--- config.mk ---
export PLATFORM = sky130hd
export DESIGN_NAME = camera_top
export DESIGN_NICKNAME = d
export VERILOG_FILES = /design/src/verilog/camera_pkg.sv /design/src/verilog/camera_top.sv /design/src/verilog/frame_metering.sv /design/src/verilog/image_buffer.sv /design/src/verilog/camera_command_fsm.sv /design/src/verilog/pixel_window_counter.sv
export SDC_FILE = /design/constraint.sdc
export NUM_CORES = 1
export LEC_CHECK = 0
export BUFFER_PORTS_ARGS = -buffer_cell sky130_fd_sc_hd__buf_2
export CORE_MARGIN = 10
export CORE_UTILIZATION = 40
export CTS_CLUSTER_DIAMETER = 120
export DETAILED_ROUTE_END_ITERATION = 7
export SLEW_MARGIN = 0
export SYNTH_ARGS = -nofsm -noshare
export SYNTH_HDL_FRONTEND = slang
export SYNTH_SLANG_ARGS = --single-unit
export TNS_END_PERCENT = 100
--- constraint.sdc ---
create_clock -name clock_spi_in -period 3.6 [get_ports clock_spi_in]
set_input_delay 0.72 -clock clock_spi_in [delete_from_list [all_inputs] [get_ports clock_spi_in]]
set_output_delay 0.72 -clock clock_spi_in [all_outputs]
set_load 0.01 [all_outputs]
--- src/verilog/camera_pkg.sv ---
// Camera capture shared definitions
`default_nettype none

package camera_pkg;

    // Command opcodes, kept from the camera command set
    typedef enum logic [7:0] {
        CAPTURE         = 8'h20,
        BYTES_AVAILABLE = 8'h21,
        READ_DATA       = 8'h22,
        METERING        = 8'h25
    } opcode_e;

    // Capture progress
    typedef enum logic [1:0] {
        IDLE      = 2'd0,
        ARMED     = 2'd1,
        CAPTURING = 2'd2,
        READY     = 2'd3
    } capture_state_e;

    // Width of the column and line counters
    localparam int COUNT_W = 11;

    // Fixed crop window, end bounds exclusive
    localparam logic [COUNT_W-1:0] CROP_X_START = COUNT_W'(4);
    localparam logic [COUNT_W-1:0] CROP_X_END   = COUNT_W'(12);
    localparam logic [COUNT_W-1:0] CROP_Y_START = COUNT_W'(2);
    localparam logic [COUNT_W-1:0] CROP_Y_END   = COUNT_W'(10);

    // Window size and buffer addressing
    localparam int WINDOW_PIXELS = 64;
    localparam int ADDR_W        = 6;

    // Sum of 64 pixels down to an 8-bit average
    localparam int METER_SHIFT = 6;

endpackage

`default_nettype wire
--- src/verilog/camera_top.sv ---
// Camera command and capture top level
`timescale 1ns/1ps
`default_nettype none

module camera_top (
    input  wire logic       clock_spi_in,
    input  wire logic       mipi_byte_reset_n,
    input  wire logic       frame_valid_i,
    input  wire logic       line_valid_i,
    input  wire logic [7:0] pixel_data_i,
    input  wire logic       cmd_valid_i,
    input  wire logic [7:0] op_code_i,
    input  wire logic [1:0] byte_index_i,
    output logic [7:0]      response_o,
    output logic            response_valid_o
);

    logic                          frame_start;
    logic                          frame_end;
    logic                          in_window;
    logic [camera_pkg::ADDR_W-1:0] window_index;
    logic                          capture_write;
    logic [camera_pkg::ADDR_W-1:0] read_address;
    logic [7:0]                    read_data;
    logic [7:0]                    meter_avg;
    logic [7:0]                    meter_min;
    logic [7:0]                    meter_max;

    pixel_window_counter i_pixel_window_counter (
        .clock_spi_in      (clock_spi_in),
        .mipi_byte_reset_n (mipi_byte_reset_n),
        .frame_valid_i     (frame_valid_i),
        .line_valid_i      (line_valid_i),
        .frame_start_o     (frame_start),
        .frame_end_o       (frame_end),
        .in_window_o       (in_window),
        .window_index_o    (window_index)
    );

    camera_command_fsm i_camera_command_fsm (
        .clock_spi_in      (clock_spi_in),
        .mipi_byte_reset_n (mipi_byte_reset_n),
        .cmd_valid_i       (cmd_valid_i),
        .op_code_i         (op_code_i),
        .byte_index_i      (byte_index_i),
        .frame_start_i     (frame_start),
        .frame_end_i       (frame_end),
        .in_window_i       (in_window),
        .read_data_i       (read_data),
        .meter_avg_i       (meter_avg),
        .meter_min_i       (meter_min),
        .meter_max_i       (meter_max),
        .capture_write_o   (capture_write),
        .read_address_o    (read_address),
        .response_o        (response_o),
        .response_valid_o  (response_valid_o)
    );

    image_buffer i_image_buffer (
        .clock_spi_in      (clock_spi_in),
        .write_enable_i    (capture_write),
        .write_address_i   (window_index),
        .write_data_i      (pixel_data_i),
        .read_address_i    (read_address),
        .read_data_o       (read_data)
    );

    frame_metering i_frame_metering (
        .clock_spi_in      (clock_spi_in),
        .mipi_byte_reset_n (mipi_byte_reset_n),
        .frame_start_i     (frame_start),
        .frame_end_i       (frame_end),
        .in_window_i       (in_window),
        .pixel_data_i      (pixel_data_i),
        .meter_avg_o       (meter_avg),
        .meter_min_o       (meter_min),
        .meter_max_o       (meter_max)
    );

endmodule

`default_nettype wire

--- src/verilog/frame_metering.sv ---
// Window brightness statistics
`timescale 1ns/1ps
`default_nettype none

module frame_metering (
    input  wire logic       clock_spi_in,
    input  wire logic       mipi_byte_reset_n,
    input  wire logic       frame_start_i,
    input  wire logic       frame_end_i,
    input  wire logic       in_window_i,
    input  wire logic [7:0] pixel_data_i,
    output logic [7:0]      meter_avg_o,
    output logic [7:0]      meter_min_o,
    output logic [7:0]      meter_max_o
);

    // Wide enough for 64 full-scale pixels
    logic [camera_pkg::ADDR_W+7:0] sum_q;
    logic [7:0]                    min_q;
    logic [7:0]                    max_q;

    // Running statistics for the frame in progress
    always_ff @(posedge clock_spi_in or negedge mipi_byte_reset_n) begin
        if (!mipi_byte_reset_n) begin
            sum_q <= '0;
            min_q <= 8'hff;
            max_q <= 8'h00;
        end else if (frame_start_i) begin
            sum_q <= '0;
            min_q <= 8'hff;
            max_q <= 8'h00;
        end else if (in_window_i) begin
            sum_q <= sum_q + (camera_pkg::ADDR_W+8)'(pixel_data_i);
            if (pixel_data_i < min_q) begin
                min_q <= pixel_data_i;
            end
            if (pixel_data_i > max_q) begin
                max_q <= pixel_data_i;
            end
        end
    end

    // Results held from one frame end to the next
    always_ff @(posedge clock_spi_in or negedge mipi_byte_reset_n) begin
        if (!mipi_byte_reset_n) begin
            meter_avg_o <= 8'd0;
            meter_min_o <= 8'd0;
            meter_max_o <= 8'd0;
        end else if (frame_end_i) begin
            meter_avg_o <= 8'(sum_q >> camera_pkg::METER_SHIFT);
            meter_min_o <= min_q;
            meter_max_o <= max_q;
        end
    end

endmodule

`default_nettype wire

--- src/verilog/image_buffer.sv ---
// Capture window memory
`timescale 1ns/1ps
`default_nettype none

module image_buffer (
    input  wire logic                          clock_spi_in,
    input  wire logic                          write_enable_i,
    input  wire logic [camera_pkg::ADDR_W-1:0] write_address_i,
    input  wire logic [7:0]                    write_data_i,
    input  wire logic [camera_pkg::ADDR_W-1:0] read_address_i,
    output logic [7:0]                         read_data_o
);

    // One byte per window pixel
    logic [7:0] mem [camera_pkg::WINDOW_PIXELS];

    always_ff @(posedge clock_spi_in) begin
        if (write_enable_i) begin
            mem[write_address_i] <= write_data_i;
        end
    end

    // Read is combinational so a response can use it in the same cycle
    assign read_data_o = mem[read_address_i];

endmodule

`default_nettype wire

--- src/verilog/camera_command_fsm.sv ---
// Capture control and command responses
`timescale 1ns/1ps
`default_nettype none

module camera_command_fsm (
    input  wire logic                          clock_spi_in,
    input  wire logic                          mipi_byte_reset_n,
    input  wire logic                          cmd_valid_i,
    input  wire logic [7:0]                    op_code_i,
    input  wire logic [1:0]                    byte_index_i,
    input  wire logic                          frame_start_i,
    input  wire logic                          frame_end_i,
    input  wire logic                          in_window_i,
    input  wire logic [7:0]                    read_data_i,
    input  wire logic [7:0]                    meter_avg_i,
    input  wire logic [7:0]                    meter_min_i,
    input  wire logic [7:0]                    meter_max_i,
    output logic                               capture_write_o,
    output logic [camera_pkg::ADDR_W-1:0]      read_address_o,
    output logic [7:0]                         response_o,
    output logic                               response_valid_o
);

    camera_pkg::capture_state_e    state_q;
    camera_pkg::capture_state_e    state_d;
    logic [camera_pkg::ADDR_W:0]   read_ptr_q;
    logic [camera_pkg::ADDR_W:0]   read_ptr_d;
    logic [15:0]                   unread_count;
    logic [7:0]                    response_d;
    logic                          response_valid_d;

    // Only the frame being captured reaches the buffer
    assign capture_write_o = in_window_i && (state_q == camera_pkg::CAPTURING);
    assign read_address_o  = read_ptr_q[camera_pkg::ADDR_W-1:0];

    assign unread_count = (state_q == camera_pkg::READY) ?
        16'(camera_pkg::WINDOW_PIXELS) - 16'(read_ptr_q) : 16'd0;

    always_comb begin
        state_d          = state_q;
        read_ptr_d       = read_ptr_q;
        response_d       = 8'd0;
        response_valid_d = 1'b0;

        // Frame events only matter once armed
        case (state_q)
            camera_pkg::ARMED: begin
                if (frame_start_i) begin
                    state_d = camera_pkg::CAPTURING;
                end
            end
            camera_pkg::CAPTURING: begin
                if (frame_end_i) begin
                    state_d = camera_pkg::READY;
                end
            end
            default: begin
            end
        endcase

        if (cmd_valid_i) begin
            case (camera_pkg::opcode_e'(op_code_i))
                camera_pkg::CAPTURE: begin
                    response_valid_d = 1'b1;
                    if (state_q == camera_pkg::IDLE || state_q == camera_pkg::READY) begin
                        state_d    = camera_pkg::ARMED;
                        read_ptr_d = '0;
                    end
                end
                camera_pkg::BYTES_AVAILABLE: begin
                    response_valid_d = 1'b1;
                    case (byte_index_i)
                        2'd0:    response_d = unread_count[15:8];
                        2'd1:    response_d = unread_count[7:0];
                        default: response_d = 8'd0;
                    endcase
                end
                camera_pkg::READ_DATA: begin
                    response_valid_d = 1'b1;
                    // Top pointer bit set means all 64 bytes are read
                    if (state_q == camera_pkg::READY && !read_ptr_q[camera_pkg::ADDR_W]) begin
                        response_d = read_data_i;
                        read_ptr_d = read_ptr_q + 1'b1;
                    end
                end
                camera_pkg::METERING: begin
                    response_valid_d = 1'b1;
                    case (byte_index_i)
                        2'd0:    response_d = meter_avg_i;
                        2'd1:    response_d = meter_min_i;
                        2'd2:    response_d = meter_max_i;
                        default: response_d = 8'd0;
                    endcase
                end
                default: begin
                end
            endcase
        end
    end

    always_ff @(posedge clock_spi_in or negedge mipi_byte_reset_n) begin
        if (!mipi_byte_reset_n) begin
            state_q          <= camera_pkg::IDLE;
            read_ptr_q       <= '0;
            response_o       <= 8'd0;
            response_valid_o <= 1'b0;
        end else begin
            state_q          <= state_d;
            read_ptr_q       <= read_ptr_d;
            response_valid_o <= response_valid_d;
            // Last response byte holds between commands
            if (response_valid_d) begin
                response_o <= response_d;
            end
        end
    end

endmodule

`default_nettype wire

--- src/verilog/pixel_window_counter.sv ---
// Pixel position and crop window tracking
`timescale 1ns/1ps
`default_nettype none

module pixel_window_counter (
    input  wire logic                          clock_spi_in,
    input  wire logic                          mipi_byte_reset_n,
    input  wire logic                          frame_valid_i,
    input  wire logic                          line_valid_i,
    output logic                               frame_start_o,
    output logic                               frame_end_o,
    output logic                               in_window_o,
    output logic [camera_pkg::ADDR_W-1:0]      window_index_o
);

    logic                            frame_valid_q;
    logic                            line_valid_q;
    logic                            pixel_valid;
    logic                            frame_rise;
    logic                            frame_fall;
    logic                            line_end;
    logic [camera_pkg::COUNT_W-1:0]  col_count;
    logic [camera_pkg::COUNT_W-1:0]  line_count;
    logic [camera_pkg::COUNT_W-1:0]  col_off;
    logic [camera_pkg::COUNT_W-1:0]  row_off;
    logic                            col_in;
    logic                            row_in;

    assign pixel_valid = frame_valid_i & line_valid_i;
    assign frame_rise  = frame_valid_i & ~frame_valid_q;
    assign frame_fall  = ~frame_valid_i & frame_valid_q;
    assign line_end    = ~line_valid_i & line_valid_q;

    always_ff @(posedge clock_spi_in or negedge mipi_byte_reset_n) begin
        if (!mipi_byte_reset_n) begin
            frame_valid_q <= 1'b0;
            line_valid_q  <= 1'b0;
            frame_start_o <= 1'b0;
            frame_end_o   <= 1'b0;
            col_count     <= '0;
            line_count    <= '0;
        end else begin
            frame_valid_q <= frame_valid_i;
            line_valid_q  <= line_valid_i;
            // Edge pulses land one cycle after the edge is seen
            frame_start_o <= frame_rise;
            frame_end_o   <= frame_fall;

            if (line_end) begin
                col_count <= '0;
            end else if (pixel_valid) begin
                col_count <= col_count + 1'b1;
            end

            if (frame_rise) begin
                line_count <= '0;
            end else if (line_end) begin
                line_count <= line_count + 1'b1;
            end
        end
    end

    // Window test on the current pixel
    assign col_in = (col_count >= camera_pkg::CROP_X_START) &&
                    (col_count < camera_pkg::CROP_X_END);
    assign row_in = (line_count >= camera_pkg::CROP_Y_START) &&
                    (line_count < camera_pkg::CROP_Y_END);
    assign in_window_o = pixel_valid & col_in & row_in;

    // Row-major index, only meaningful inside the window
    assign col_off = col_count - camera_pkg::CROP_X_START;
    assign row_off = line_count - camera_pkg::CROP_Y_START;
    assign window_index_o = camera_pkg::ADDR_W'(
        row_off * (camera_pkg::CROP_X_END - camera_pkg::CROP_X_START) + col_off);

endmodule

`default_nettype wire

Word-level counts from Yosys, hierarchy flattened. Memory sizes are Yosys's and may differ from the RTL's. Index checks and enable logic that the tools add are counted.

Add/subtract/negate cells: 8. $mul: 0. Divide/modulo/power cells: 0. $lt $le $gt $ge: 6. Equality and inequality tests: 11. Shift-type cells: 0. Mux-type cells: 31. Bitwise gates (word level): 9. Reduce and logical (&&, ||, !) cells: 18.

Operators by type and width (number): two-way mux 8 bit (8); case mux 8 bit (3 select lines) (2); two-way mux 11 bit (4); == test 8 x 6 -> 1 bit (second input constant) (4); two-way mux 14 bit (2); adder 11 x 1 -> 11 bit (second input constant) (2); < comparator 11 x 4 -> 1 bit (second input constant) (2); two-way mux 16 bit (1); case mux 8 bit (2 select lines) (1); adder 14 x 8 -> 14 bit (1); two-way mux 7 bit (2); case mux 7 bit (2 select lines) (1); nonzero test 2 bit (6); greater-or-equal comparator 11 x 2 -> 1 bit (second input constant) (1); greater-or-equal comparator 11 x 3 -> 1 bit (second input constant) (1); two-way mux 2 bit (5); > comparator 8 bit (1); < comparator 8 bit (1); subtractor 7 x 7 -> 8 bit (first input constant) (1); adder 7 x 1 -> 7 bit (second input constant) (1); adder 6 bit (1); bitwise AND 1 bit (6); == test 2 bit (second input constant) (3); subtractor 6 x 3 -> 6 bit (second input constant) (1); other kinds (13) (25).

Register bits: 98. Bits in latches: 0. RAM bits: 512. ROM bits: 0. Input port bits: 23. Output and inout port bits: 9. Word-level logic and storage cells: 100. Memories kept: 1.

Memory list: i_image_buffer.mem (words 64, width 8, read ports 1, clocked after Yosys merged registers in 0, wr ports 1, line image_buffer.sv:15) `logic [7:0] mem [camera_pkg::WINDOW_PIXELS];`.

Longest topological paths before layout.
Depth in word-level cells: 7. Gate-level depth with buffers: 12. Mapped depth without buffers: 10.

Modules after synthesis. Synthesis repeated with hierarchy kept, for this count alone.

Cells, all modules: 1521. Area, all modules: 25877.3 sq um.

Modules (own cells, without submodules): image_buffer (instances 1, cells each 932, area an instance 20006.7 sq um, seq. area each 15374.7 sq um); frame_metering (instances 1, cells each 266, area an instance 2934.1 sq um, seq. area each 1361.3 sq um); pixel_window_counter (instances 1, cells each 151, area an instance 1490.2 sq um, seq. area each 650.6 sq um); camera_command_fsm (instances 1, cells each 172, area an instance 1446.4 sq um, seq. area each 450.4 sq um).

Worst setup path after synthesis. No wires, ideal clock.

Path type: register to register. From: reg i_pixel_window_counter.line_count[0] (netlist name). To: mem i_image_buffer.mem[10][0] (enable). Setup time: 370 ps. Arrival: 2446 ps. Data required time: 3230 ps. Setup slack: 784 ps. Stages on the path, launching flop included: 11. Buffers on the path: 0. Period minus slack after synthesis: 2816 ps. Path through: dfrtp_1 -> inv_1 -> ha_1 -> inv_1 -> ha_1 -> inv_1 -> fa_1 -> xor2_1 -> xor2_1 -> nand3_1 -> nor2_1.

Longest elaborated chain between the ends: 6. Elaborated cells between the ends (all ways): 9. Classes of those cells: 2 x add/sub; 2 x order compare; 2 x mux; 1 x bitwise; 2 x reduce/logical.

RTL lines: from (decl) (line pixel_window_counter.sv:23) `logic [camera_pkg::COUNT_W-1:0] line_count;`; from (signal assigned) (line pixel_window_counter.sv:58) `line_count <= line_count + 1'b1;`; greater-or-equal comparator 11 x 2 -> 1 bit / < comparator 11 x 4 -> 1 bit (equally long branches) (line pixel_window_counter.sv:66, pixel_window_counter.sv:67); logical AND 1 bit (line pixel_window_counter.sv:66) `assign row_in = (line_count >= camera_pkg::CROP_Y_START) &&`; bitwise AND 1 bit (line pixel_window_counter.sv:68) `assign in_window_o = pixel_valid & col_in & row_in;`; logical AND 1 bit (line camera_command_fsm.sv:33) `assign capture_write_o = in_window_i && (state_q == camera_pkg::CAPTURING);`; two-way mux 1 bit (line image_buffer.sv:18) `if (write_enable_i) begin`; two-way mux 1 bit (implied by the code) (line image_buffer.sv:19) `mem[write_address_i] <= write_data_i;`; to (decl) (line image_buffer.sv:15).

Parallel ways exist; a longest one is shown, timed or not.

Final worst setup path.
From: reg i_pixel_window_counter.line_count[0] (netlist name). To: mem i_image_buffer.mem[19][2] (enable).

The elaborated chain is that of the path after synthesis.

==> flow_summary_export.csv <==
group,metric,value,unit
clocking,ctsHtreeMaxLevel,2,
finish,fillCellCount,5467,
critical_path,crit_required,3930,ps
power_and_ir_drop,p_per_area,532,nW/um2
logic_synthesis,synthTopCellsByArea,"sky130_fd_sc_hd__edfxtp_1 (60%), sky130_fd_sc_hd__mux4_2 (11%), sky130_fd_sc_hd__dfrtp_1 (8.9%)",
flow_run,cap_violations,0,
critical_path,cp-start-kind,"register",
finish,cell_area_after_layout,29500,um2
critical_path,crit-reg2reg-capture,"i_image_buffer.mem[19][2]",
grt,wire_length_of_the_first_global_routing_pass,97400,um
sta,finalSetupViolations,0,
place,io_buffers,31,
sta,timing.max_slew.rel_slack,0.183,
logic_synthesis,synthesis.area,25400,um2
place,place.detailed.instances,2459,
sta,unrepaired_setup_endpoints_after_global_routing,"false",
clocking,cts-hold-fix-buffers,0,
logic_synthesis,ys_top_cells_by_count,"sky130_fd_sc_hd__edfxtp_1 (512), sky130_fd_sc_hd__mux4_2 (124), sky130_fd_sc_hd__nor2_1 (118)",
critical_path,worstSetupEndpointType,"register",
sta,drv_slew,0,
routing,routed-via-count,14400,
power_and_ir_drop,cellLeakagePower,10.1,nW
routing,ant_nets,0,
floorplanning,std_cell_rows,92,
place,dpl_worst_slack,319,ps
power_and_ir_drop,sw_frac_of_total,0.233,
grt,grt_start_max_net_pins,65,
clocking,post-cts-setup-buffer-count,0,
finish,num_antenna_cells,0,
floorplanning,dieArea,74100,um2
finish,final_cell_count_no_fill,2570,
clocking,numClockSinks,610,
logic_synthesis,ys_warn_count,0,
power_and_ir_drop,cell_internal_pwr,12.0,mW
logic_synthesis,synth_edf_count,512,
sta,final.setup_skew,31.5,ps
floorplanning,die_y,272,um
logic_synthesis,synthMostInstantiatedCell,"sky130_fd_sc_hd__edfxtp_1",
sta,tightestPinTransition,1230,ps
finish,sequential_cell_area,17800,um2
grt,grtUsageTotal,0.176,
floorplanning,core_area,63100,um2
routing,drc,0,
routing,drt_pre_antenna_iters,5,
logic_synthesis,synthFlopType,"sky130_fd_sc_hd__edfxtp_1",
run_status,status,"finished, final reports clean",
floorplanning,effective_utilization_at_floorplan,0.403,
critical_path,cp_max_fo,8,
place,place_hpwl,44500,um
floorplanning,io_pins,32,
clocking,clk_latency,640,ps
logic_synthesis,postSynthNetCount,1572,
floorplanning,die_w,272,um
power_and_ir_drop,seq_power_share,0.501,
clocking,cts_inserted_buffers,60,
logic_synthesis,yosys_register_bits,610,
clocking,worst_setup_hold_path_clk_slew,60,ps
logic_synthesis,synthDistinctLibCells,69,
grt,grt_pass1_vias,14700,
critical_path,r2r-start,"i_pixel_window_counter.line_count[0]",
routing,vias_per_cell,5.62,
critical_path,rrSetupSlack,320,ps
sta,final.setup.worst_slack,317,ps
sta,fin_crit_sh,0.912,
power_and_ir_drop,ir_drop,0.000365,V
logic_synthesis,synth_seq_area_share,0.701,
clocking,cts_tree,"built",
routing,routed_wl,65200,um
place,gp_congestion,0.919,
clocking,ctsRootBufferMaster,"sky130_fd_sc_hd__clkbuf_16",
power_and_ir_drop,comb_power_share,0.090,
min_path,hold_path_class,"primary input to asynchronous set/reset pin",
routing,drt-wirelength-per-cell,25.4,um
sta,setup_tns,0,ps
logic_synthesis,post_syn_instances,1511,
grt,grt.overflow.total,0,
place,dpl_cell_area,27500,um2
finish,drive_above_1_share,0.248,
finish,area_of_the_multi_input_gates,7200,um2
logic_synthesis,postSynth.asyncResetShare,0.161,
critical_path,r2r_cells,11,
clocking,clock_tree_buf_depth,3,
sta,hold_viol,0,
grt,antenna_found_initial,1,
logic_synthesis,netlist.area_leader.share,0.604,
logic_synthesis,synth_top_area_cell,"sky130_fd_sc_hd__edfxtp_1",
critical_path,criticalPathCategory,"register to register",
power_and_ir_drop,power.net_switching,3.66,mW
sta,max_freq,305,MHz
power_and_ir_drop,power.share.clock,0.408,
clocking,post_cts_resized,0,
finish,area.growth.synth_to_final,15.9,%
routing,drt-initial-drc-count,1416,
sta,final_period_minus_worst_setup_slack,3280,ps
logic_synthesis,postSynthAreaPerCell,16.8,um2
finish,finish.net_count,1736,
critical_path,arrival,3620,ps
sta,final.hold.worst_slack,184,ps
## critical path, stage by stage (launching register included)
cell	delay, ps
sky130_fd_sc_hd__dfrtp_1	430
sky130_fd_sc_hd__inv_1	80
sky130_fd_sc_hd__ha_1	290
sky130_fd_sc_hd__inv_1	60
sky130_fd_sc_hd__ha_1	130
sky130_fd_sc_hd__inv_1	50
sky130_fd_sc_hd__fa_1	380
sky130_fd_sc_hd__xor2_1	370
sky130_fd_sc_hd__xor2_1	310
sky130_fd_sc_hd__nand2_1	380
sky130_fd_sc_hd__nor2_1	290
sky130_fd_sc_hd__buf_4	210
## flip-flops by register name (all words and copies together) (netlist names), 11 cells and up
register and flops:
i_pixel_window_counter.line_count 11, i_image_buffer.mem 512, i_pixel_window_counter.col_count 11, i_frame_metering.sum_q 14
## placed cells by master, fill, tap and decap left out, types with 5 or more instances in the layout
| cell type | count |
|---|---|
| sky130_fd_sc_hd__nand2b_1 | 6 |
| sky130_fd_sc_hd__clkinv_2 | 15 |
| sky130_fd_sc_hd__xor2_1 | 13 |
| sky130_fd_sc_hd__o21a_1 | 6 |
| sky130_fd_sc_hd__buf_4 | 129 |
| sky130_fd_sc_hd__buf_2 | 30 |
| sky130_fd_sc_hd__mux2_2 | 25 |
| sky130_fd_sc_hd__nor2b_1 | 18 |
| sky130_fd_sc_hd__or3_1 | 8 |
| sky130_fd_sc_hd__ha_1 | 36 |
| sky130_fd_sc_hd__buf_12 | 6 |
| sky130_fd_sc_hd__a21o_1 | 5 |
| sky130_fd_sc_hd__xnor2_1 | 9 |
| sky130_fd_sc_hd__nor3_1 | 12 |
| sky130_fd_sc_hd__mux2i_1 | 52 |
| sky130_fd_sc_hd__o21ai_0 | 35 |
| sky130_fd_sc_hd__nor2_1 | 118 |
| sky130_fd_sc_hd__dfstp_2 | 8 |
| sky130_fd_sc_hd__nand2_1 | 94 |
| sky130_fd_sc_hd__clkbuf_16 | 62 |
| sky130_fd_sc_hd__a22oi_1 | 41 |
| sky130_fd_sc_hd__a22o_1 | 5 |
| sky130_fd_sc_hd__o211ai_1 | 7 |
| sky130_fd_sc_hd__clkinv_1 | 9 |
| sky130_fd_sc_hd__or4_1 | 8 |
| sky130_fd_sc_hd__mux4_2 | 124 |
| sky130_fd_sc_hd__clkbuf_1 | 14 |
| sky130_fd_sc_hd__bufinv_16 | 9 |
| sky130_fd_sc_hd__nand3_1 | 36 |
| sky130_fd_sc_hd__inv_1 | 36 |
| sky130_fd_sc_hd__a221oi_1 | 6 |
| sky130_fd_sc_hd__nand4_1 | 9 |
| sky130_fd_sc_hd__dfrtp_1 | 88 |
| sky130_fd_sc_hd__nor4_1 | 9 |
| sky130_fd_sc_hd__edfxtp_1 | 512 |
| sky130_fd_sc_hd__o22ai_1 | 6 |
| sky130_fd_sc_hd__a21oi_1 | 47 |
| sky130_fd_sc_hd__and3_1 | 6 |
## metrics by stage
| step | utilization | power, mW |
|---|---|---|
| global placement | 0.436 | 9.42 |
| detailed placement | 0.436 | 9.44 |
| floorplan | - | 8.82 |
| global route | 0.468 | 16.2 |
| finish | 0.468 | 15.7 |
| CTS | 0.468 | 15.8 |
## final cells by class
cell class / count / area share
clock inverters: 35 / 0.0138
repair buffers: 165 / 0.0420
well taps: 846 / 0.0359
clock buffers: 76 / 0.0544
flip-flops and latches: 610 / 0.605
multi-input cells: 800 / 0.244
inverters: 38 / 0.00484
## kinds of logic (layout without fill, tap and decap cells)
family / after synthesis / after routing / synth area share
buffers and inverters: 101 / 314 / 0.0160
flip-flops: 610 / 610 / 0.701
multiplexers: 201 / 201 / 0.141
XOR/XNOR: 22 / 22 / 0.00757
adder cells (fa/ha/maj): 38 / 38 / 0.0193
AND/OR/NAND/NOR: 350 / 350 / 0.0653
AO/OA/AOI/OAI: 189 / 189 / 0.0495
## worst max-delay path by stage
stage | startpoint | to | slack (ps) | cells past startpoint
2_1_floorplan | i_pixel_window_counter.line_count[0] | i_image_buffer.mem[10][0] | 780 | 10
3_3_place_gp | i_pixel_window_counter.line_count[0] | i_image_buffer.mem[19][7] | 360 | 11
3_5_place_dp | i_pixel_window_counter.line_count[0] | i_image_buffer.mem[19][2] | 320 | 11
4_1_cts | i_pixel_window_counter.line_count[0] | i_image_buffer.mem[19][2] | 320 | 11
5_1_grt | i_pixel_window_counter.line_count[0] | i_image_buffer.mem[19][6] | 180 | 11
6_report | i_pixel_window_counter.line_count[0] | i_image_buffer.mem[19][2] | 320 | 11
## metal layers
metal | track usage | part of all wire | vias up
met5 | 0 | 0 | -
met4 | 0.0516 | 0.024 | 0
met3 | 0.0294 | 0.062 | 99
met2 | 0.287 | 0.49 | 506
met1 | 0.240 | 0.43 | 7531
li1 | - | - | 6295
## power by group through the flow
stage	logic (mW)	clock network, mW	registers, mW
floorplan	0.888	0	7.93
global placement	1.40	0	8.02
detailed placement	1.42	0	8.02
CTS	1.42	6.52	7.87
global route	1.53	6.81	7.88
finish	1.42	6.41	7.87
Note: power is estimated with default switching activity, not from simulation.
